### config.mk
export PLATFORM = sky130hd
export DESIGN_NAME = mfu_datapath
export DESIGN_NICKNAME = d
export VERILOG_FILES = /design/src/common/mfu_op_pkg.sv /design/src/common/mfu_cfg_pkg.sv /design/src/rtl/mfu_datapath.sv /design/src/rtl/mfu_lane.sv
export SDC_FILE = /design/constraint.sdc
export NUM_CORES = 2
export LEC_CHECK = 0
export ABC_AREA = 1
export BUFFER_PORTS_ARGS = -buffer_cell sky130_fd_sc_hd__buf_2
export CAP_MARGIN = 5
export CORE_MARGIN = 5
export CORE_UTILIZATION = 60
export CTS_CLUSTER_DIAMETER = 100
export DETAILED_ROUTE_END_ITERATION = 12
export HOLD_SLACK_MARGIN = 0.06
export PLACE_DENSITY = 0.8
export RECOVER_POWER = 100
export SLEW_MARGIN = 20
export SYNTH_ARGS = -nofsm -noshare
export SYNTH_HDL_FRONTEND = slang
export SYNTH_SLANG_ARGS = --single-unit
### constraint.sdc
create_clock -name clk -period 5 [get_ports clk]
set_input_delay 0.75 -clock clk [delete_from_list [all_inputs] [get_ports clk]]
set_output_delay 0.75 -clock clk [all_outputs]
set_load 0.1 [all_outputs]
### src/common/mfu_op_pkg.sv
`default_nettype none

package mfu_op_pkg;

    // Width of the operation field
    localparam int OP_W = 2;

    // Operation select carried with each input vector
    typedef enum logic [OP_W-1:0] {
        OP_RELU   = 2'b00,
        OP_ADD    = 2'b01,
        OP_MUL    = 2'b10,
        OP_BYPASS = 2'b11
    } mfu_op_t;

endpackage

`default_nettype wire

### src/common/mfu_cfg_pkg.sv
`default_nettype none

package mfu_cfg_pkg;

    // Vector shape
    localparam int LANES  = 10;
    localparam int ELEM_W = 16;

    // Each multiplier operand is taken from an element's low bits
    localparam int MUL_IN_W = 8;

    // VRF sizing for 1024 vectors
    localparam int VRF_AW = 10;

    // One element of a vector
    typedef logic [ELEM_W-1:0] elem_t;

    // Lane 0 sits in the low bits
    typedef elem_t [LANES-1:0] vec_t;

    // VRF address
    typedef logic [VRF_AW-1:0] vrf_addr_t;

endpackage

`default_nettype wire
### src/rtl/mfu_datapath.sv
`timescale 1ns/1ps
`default_nettype none

module mfu_datapath (
    input  wire                      clk,
    input  wire                      resetn,
    input  wire                      in_valid,
    input  wire mfu_op_pkg::mfu_op_t op,
    input  wire mfu_cfg_pkg::vec_t   primary,
    input  wire mfu_cfg_pkg::vec_t   vrf_data,
    output logic                     out_valid,
    output mfu_cfg_pkg::vec_t        out_data
);

    import mfu_cfg_pkg::*;
    import mfu_op_pkg::*;

    // Stage 1 lines up with the VRF read data
    logic    s1_valid;
    mfu_op_t s1_op;
    vec_t    s1_primary;

    // Lane results computed combinationally from stage 1
    wire vec_t lane_y;

    // Valid pipeline
    always_ff @(posedge clk) begin
        if (resetn) begin
            s1_valid  <= 1'b0;
            out_valid <= 1'b0;
        end else begin
            s1_valid  <= in_valid;
            out_valid <= s1_valid;
        end
    end

    // Stage 1 payload
    always_ff @(posedge clk) begin
        if (in_valid) begin
            s1_op      <= op;
            s1_primary <= primary;
        end
    end

    for (genvar i = 0; i < LANES; i++) begin : g_lane
        mfu_lane u_lane (
            .op (s1_op),
            .a  (s1_primary[i]),
            .b  (vrf_data[i]),
            .y  (lane_y[i])
        );
    end

    // Stage 2 holds the result until the next valid vector
    always_ff @(posedge clk) begin
        if (s1_valid) begin
            out_data <= lane_y;
        end
    end

endmodule

`default_nettype wire

### src/rtl/mfu_lane.sv
`timescale 1ns/1ps
`default_nettype none

module mfu_lane (
    input  wire mfu_op_pkg::mfu_op_t op,
    input  wire mfu_cfg_pkg::elem_t  a,
    input  wire mfu_cfg_pkg::elem_t  b,
    output mfu_cfg_pkg::elem_t       y
);

    import mfu_cfg_pkg::*;
    import mfu_op_pkg::*;

    logic [2*MUL_IN_W-1:0] prod;
    elem_t                 relu;
    elem_t                 sum;

    // Unsigned product of the low bytes
    assign prod = a[MUL_IN_W-1:0] * b[MUL_IN_W-1:0];

    // Negative elements clamp to zero
    assign relu = a[ELEM_W-1] ? '0 : a;

    // Wraps at the element width
    assign sum = a + b;

    always_comb begin
        case (op)
            OP_RELU: begin
                y = relu;
            end
            OP_ADD: begin
                y = sum;
            end
            OP_MUL: begin
                y = elem_t'(prod);
            end
            OP_BYPASS: begin
                y = a;
            end
            default: begin
                y = a;
            end
        endcase
    end

endmodule

`default_nettype wire

After elaboration in Yosys (flattened, before gate mapping)
Index checks and enable logic that the tools add are counted.

Register bits after elaboration: 324.

Add/sub/neg operators: 10. Multiply operators: 10. Eq/ne operators: 3. Mux-type cells: 20. Reduce and logical (&&, ||, !) cells: 1.

Operators by type and width (number): one-hot mux 16 bit (4 select lines) (10); adder 16 bit (10); multiplier 8 x 8 -> 16 bit (10); 2-to-1 mux 15 bit (10); == test 2 bit, second input constant (2); == test 2 x 1 -> 1 bit, second input constant (1); logical NOT 2 bit (1).

Depth between registers and ports, before layout
Word-level depth: 2. Depth in mapped cells: 23.

Modules after synthesis
A second synthesis with hierarchy kept.

Cell total of the unflattened synthesis: 6338. Area, all modules: 45449.8 sq um.

By module, submodules not included: mfu_lane (g_lane[7].u_lane ...) (times used 3, cells each 593, area each 3575.9 sq um, seq. area each 0.0 sq um); mfu_datapath (times used 1, cells each 328, area each 9724.3 sq um, seq. area each 9709.3 sq um); mfu_lane (g_lane[4].u_lane ...) (times used 2, cells each 611, area each 3580.9 sq um, seq. area each 0.0 sq um); mfu_lane (g_lane[1].u_lane ...) (times used 2, cells each 603, area each 3549.7 sq um, seq. area each 0.0 sq um); mfu_lane (g_lane[6].u_lane) (times used 1, cells each 605, area each 3595.9 sq um, seq. area each 0.0 sq um); mfu_lane (g_lane[3].u_lane) (times used 1, cells each 603, area each 3579.7 sq um, seq. area each 0.0 sq um); mfu_lane (g_lane[0].u_lane) (times used 1, cells each 595, area each 3560.9 sq um, seq. area each 0.0 sq um).

Least setup slack after synthesis
OpenSTA, ideal clock, no wires.

Path type: reg2reg. Start point: register s1_valid. End point: register out_data[0] (netlist name), enable pin. Setup time: 0.535 ns. Data arrival time: 3.793 ns. Path slack: 0.672 ns. Cell stages (with the launch flop): 1. Path buffers: 0. Clock period less this slack: 4.328 ns. Cell sequence: dfxtp_1.

RTL lines: start: declaration (RTL line mfu_datapath.sv:19) `logic s1_valid;`; start signal: assignment (RTL line mfu_datapath.sv:32) `s1_valid <= in_valid;`; end signal: assignment (RTL line mfu_datapath.sv:57) `out_data <= lane_y;`; end: declaration (RTL line mfu_datapath.sv:12) `output mfu_cfg_pkg::vec_t out_data`.

No word-level cell between the ends.

Final worst setup path
Start point: register s1_op[1]. End point: register out_data[53] (netlist name), data pin.

Cells in the longest elaborated chain, start to end: 2. Elaborated cells on any way between the ends: 5. Those cells by class: eq/ne (3); mux (1); reduce/logical (1).

Ends and longest elaborated chain: start: declaration (RTL line mfu_datapath.sv:20) `mfu_op_t s1_op;`; start signal: assignment (RTL line mfu_datapath.sv:40) `s1_op <= op;`; == test 2 bit, or another cell as far along (RTL line mfu_lane.sv:28) `case (op)`; one-hot mux 16 bit (4 select lines) (*) (RTL line mfu_lane.sv:28); via g_lane[3].u_lane.y[5] (RTL line mfu_lane.sv:8) `output mfu_cfg_pkg::elem_t y`.

Mark *: on every way through the listed nets, which the timed path passes. The rest lies on a longest branch. A chain may end at the register's enable or synchronous reset.

==> flow_summary.json <==
{
  "hp-start": "primary[120]",
  "worstSetupStartpoint": "s1_op[1]$_DFFE_PP_",
  "clock_tree_from_tritoncts": "yes",
  "static-leakage-power_nw": 28.5,
  "max-clock-path-buffers": 3,
  "post_cts.repair.setup_buffers": 0,
  "routed_wire_length_per_instance_um": 17.0,
  "ctsHoldBuffers": 0,
  "fp-row-count": 100,
  "synth_cell_types": 30,
  "yosysSeqAreaShare_pct": 21.6,
  "grt_max_degree": 143,
  "timing_worst_setup_path_type": "reg -> reg",
  "yosys-top-cells-area": "sky130_fd_sc_hd__edfxtp_1, sky130_fd_sc_hd__nand2_1, sky130_fd_sc_hd__fa_1",
  "detail_route.first_pass.iterations": 9,
  "grt_usage_pct": 32.3,
  "routed_wirelength_um": 132000,
  "slew-limit-headroom_pct": -119,
  "slew_of_the_pin_with_the_lowest_slew_margin_ps": 3280,
  "post_synth_edffs": 322,
  "first_pass_grt_wire_length_um": 212000,
  "syn_area_mm2": 0.0449,
  "critical_path.top_delay_family": "buffers and inverters",
  "hold_viol": 0,
  "endpoint_kind": "flop",
  "fp.coreArea_mm2": 0.0743,
  "final.setup_skew_ps": 27.8,
  "hold-worst-slack_ps": 325,
  "layout-area-overhead-vs-synth_pct": 10.2,
  "finalCriticalPeriod_ps": 4640,
  "critPathArrivalTime_ps": 5030,
  "crit-reg2reg-launch": "s1_op[1]$_DFFE_PP_",
  "floorplan.initialDensity_pct": 60.4,
  "ffs_latches_synth": 324,
  "die-area_mm2": 0.0803,
  "fin_setup_tns_ps": 0,
  "finalWeightedCongestion": 0.979,
  "placement.cell_area_mm2": 0.0481,
  "worstPathCellList": "nand2_1 > inv_1 > clkbuf_2 > nand2_1 > o2111ai_1",
  "initial_antenna_violation_count": 37,
  "clkLatencyLatePin_ps": 600,
  "port_buffers": 485,
  "routed-via-count": 42000,
  "synthCells": 6321,
  "start_kind": "flop",
  "cp.required_ps": 5380,
  "most_common_cell_type_on_the_critical_path": "sky130_fd_sc_hd__nand2_1",
  "timing_max_transition_violations_final": 351,
  "final_standard_cell_area_without_fillers_mm2": 0.0494,
  "grt_setup_unrepaired": "false",
  "place_worst_setup_slack_ps": 276,
  "die_h_um": 283,
  "critical_path.max_stage_delay_ps": 2270,
  "number_of_remaining_drc_errors": 0,
  "synth_largest_type_area_fraction_pct": 21.6,
  "fmax_mhz": 215,
  "grt_overflow_total": 0,
  "postRouteAntennaNets": 0,
  "drt-vias-per-instance": 5.41,
  "share_of_final_layout_standard_cells_stronger_than_drive_strength_1_pct": 6.87,
  "p_per_area_mw_per_mm2": 393,
  "failed_checks": "max-capacitance violations, max-slew violations",
  "die_w_um": 283,
  "dp_hpwl_um": 104000,
  "run_status": "finished, violations left",
  "post_cts.resized_instances": 0,
  "clock_sink_count": 324,
  "synth.avg_cell_area_um2": 7.10,
  "first_iter_violations": 3813,
  "critical_path_peak_fanout": 77,
  "syn_nets": 7526,
  "ys_warn_count": 0,
  "crit_buf_inv": 2,
  "design.portCount": 486,
  "timing.final.crit_share_pct": 92.9,
  "postSynth.asyncResetShare_pct": 0,
  "yosysTopAreaCell": "sky130_fd_sc_hd__edfxtp_1",
  "timing.max_cap.violations": 6,
  "nets": 7946,
  "cts_buffers": 45,
  "timing.critical_path.slowest_stage_cell": "sky130_fd_sc_hd__inv_1",
  "post-route-worst-setup-slack_ps": 355,
  "worst_setup_hold_path_clk_slew_ps": 60,
  "grt_pass1_vias": 41100,
  "yosys_most_used_dff": "sky130_fd_sc_hd__edfxtp_1",
  "cts_root_buffer": "sky130_fd_sc_hd__clkbuf_16",
  "ir_worst_vdd_v": 0.000411,
  "setup_violations": 0,
  "ctsHtreeMaxLevel": 2,
  "min_path_type": "in -> reg"
}
path summary, 6_finish.rpt:
path                                to  slack [ps]  cells after the start
min reg2reg     out_data[46]$_DFFE_PP_         610                      2
max             out_data[53]$_DFFE_PP_         360                      5
min          s1_primary[120]$_DFFE_PP_         320                      1
max reg2reg     out_data[53]$_DFFE_PP_         360                      5
worst register-to-register path, delay by kind of cell, from the launching register on:
family | cells | cell delay, ps
flops | 1 | 460
compound gates | 1 | 210
buf+inv | 2 | 3550
simple gates | 2 | 230
layout make-up:
type	count	area (um^2)
Timing Repair Buffer	512	2410
Antenna cell	29	72.6
Multi-Input combinational cell	4390	29000
Clock buffer	55	1190
Fill cell	6562	24900
Sequential cell	324	9710
Clock inverter	24	304
Tap cell	969	1210
Inverter	1468	5510
power breakdown:
| part | switching, mW | internal (mW) | leakage [nW] | total (mW) |
|---|---|---|---|---|
| clock network | 1.37 | 1.98 | 0.737 | 3.35 |
| logic | 8.26 | 4.07 | 24.7 | 12.3 |
| registers | 0.302 | 3.45 | 3.05 | 3.75 |
kinds of logic (layout without fill, tap and decap cells):
| kind of cell | count (synthesis) | in the layout | share of synthesized area [%] |
|---|---|---|---|
| xor gates and xnor gates | 36 | 36 | 0.703 |
| and+or+nand+nor | 3203 | 3203 | 30.0 |
| adders and majority gates | 880 | 880 | 30.7 |
| AOI/OAI and AO/OA | 271 | 271 | 3.26 |
| other | 0 | 29 | 0 |
| buffers and inverters | 1607 | 2059 | 13.7 |
| DFF | 324 | 324 | 21.6 |
metrics by stage:
| stage | std cells | util, % | power, mW |
|---|---|---|---|
| 4_1_cts | 7741 | 66.8 | 19.4 |
| 2_1_floorplan | 6321 | - | 13.1 |
| 3_3_place_gp | 7662 | 64.8 | 15.7 |
| 6_report | 7771 | 66.5 | 19.4 |
| 3_5_place_dp | 7662 | 64.8 | 16.0 |
| 5_1_grt | 7760 | 66.5 | 21.3 |
per-layer routing:
layer  routed length (um)  track usage, %  up-vias
met5                  126               0        -
met4                 5630            12.5       18
met3                12700            6.55      330
met2                60700            52.7     1876
met1                53200            42.6    19500
li1                     -               -    20400
layout by cell type (no fill, tap or decap), drive strengths merged, types with 172 or more instances in the layout:
cell	instances
nand2	2175
inv	1476
ha	510
nand3	463
fa	370
buf	326
edfxtp	322
nor2	259
clkbuf	241
a21oi	172
sequential cells by signal (all words and copies together), names as in the netlist:
signal,flops
s1_op,2
out_valid,1
out_data,160
s1_valid,1
s1_primary,160
cells in the mapped netlist, types with 4 or more instances:
library cell,n
sky130_fd_sc_hd__nor3_1,10
sky130_fd_sc_hd__fa_1,370
sky130_fd_sc_hd__a21oi_1,172
sky130_fd_sc_hd__nand3b_1,57
sky130_fd_sc_hd__o21bai_1,10
sky130_fd_sc_hd__nand4_1,151
sky130_fd_sc_hd__buf_4,18
sky130_fd_sc_hd__or2_0,10
sky130_fd_sc_hd__inv_2,4
sky130_fd_sc_hd__nand3_1,463
sky130_fd_sc_hd__o2111ai_1,22
sky130_fd_sc_hd__buf_1,5
sky130_fd_sc_hd__o21ai_0,65
sky130_fd_sc_hd__buf_2,27
sky130_fd_sc_hd__and2_1,16
sky130_fd_sc_hd__ha_1,510
sky130_fd_sc_hd__nor2_1,258
sky130_fd_sc_hd__nand2_1,2174
sky130_fd_sc_hd__xnor2_1,25
sky130_fd_sc_hd__edfxtp_1,322
sky130_fd_sc_hd__xor2_1,11
sky130_fd_sc_hd__or2_2,60
sky130_fd_sc_hd__clkbuf_1,88
sky130_fd_sc_hd__inv_1,1464
(Power assumes the default switching activity.)
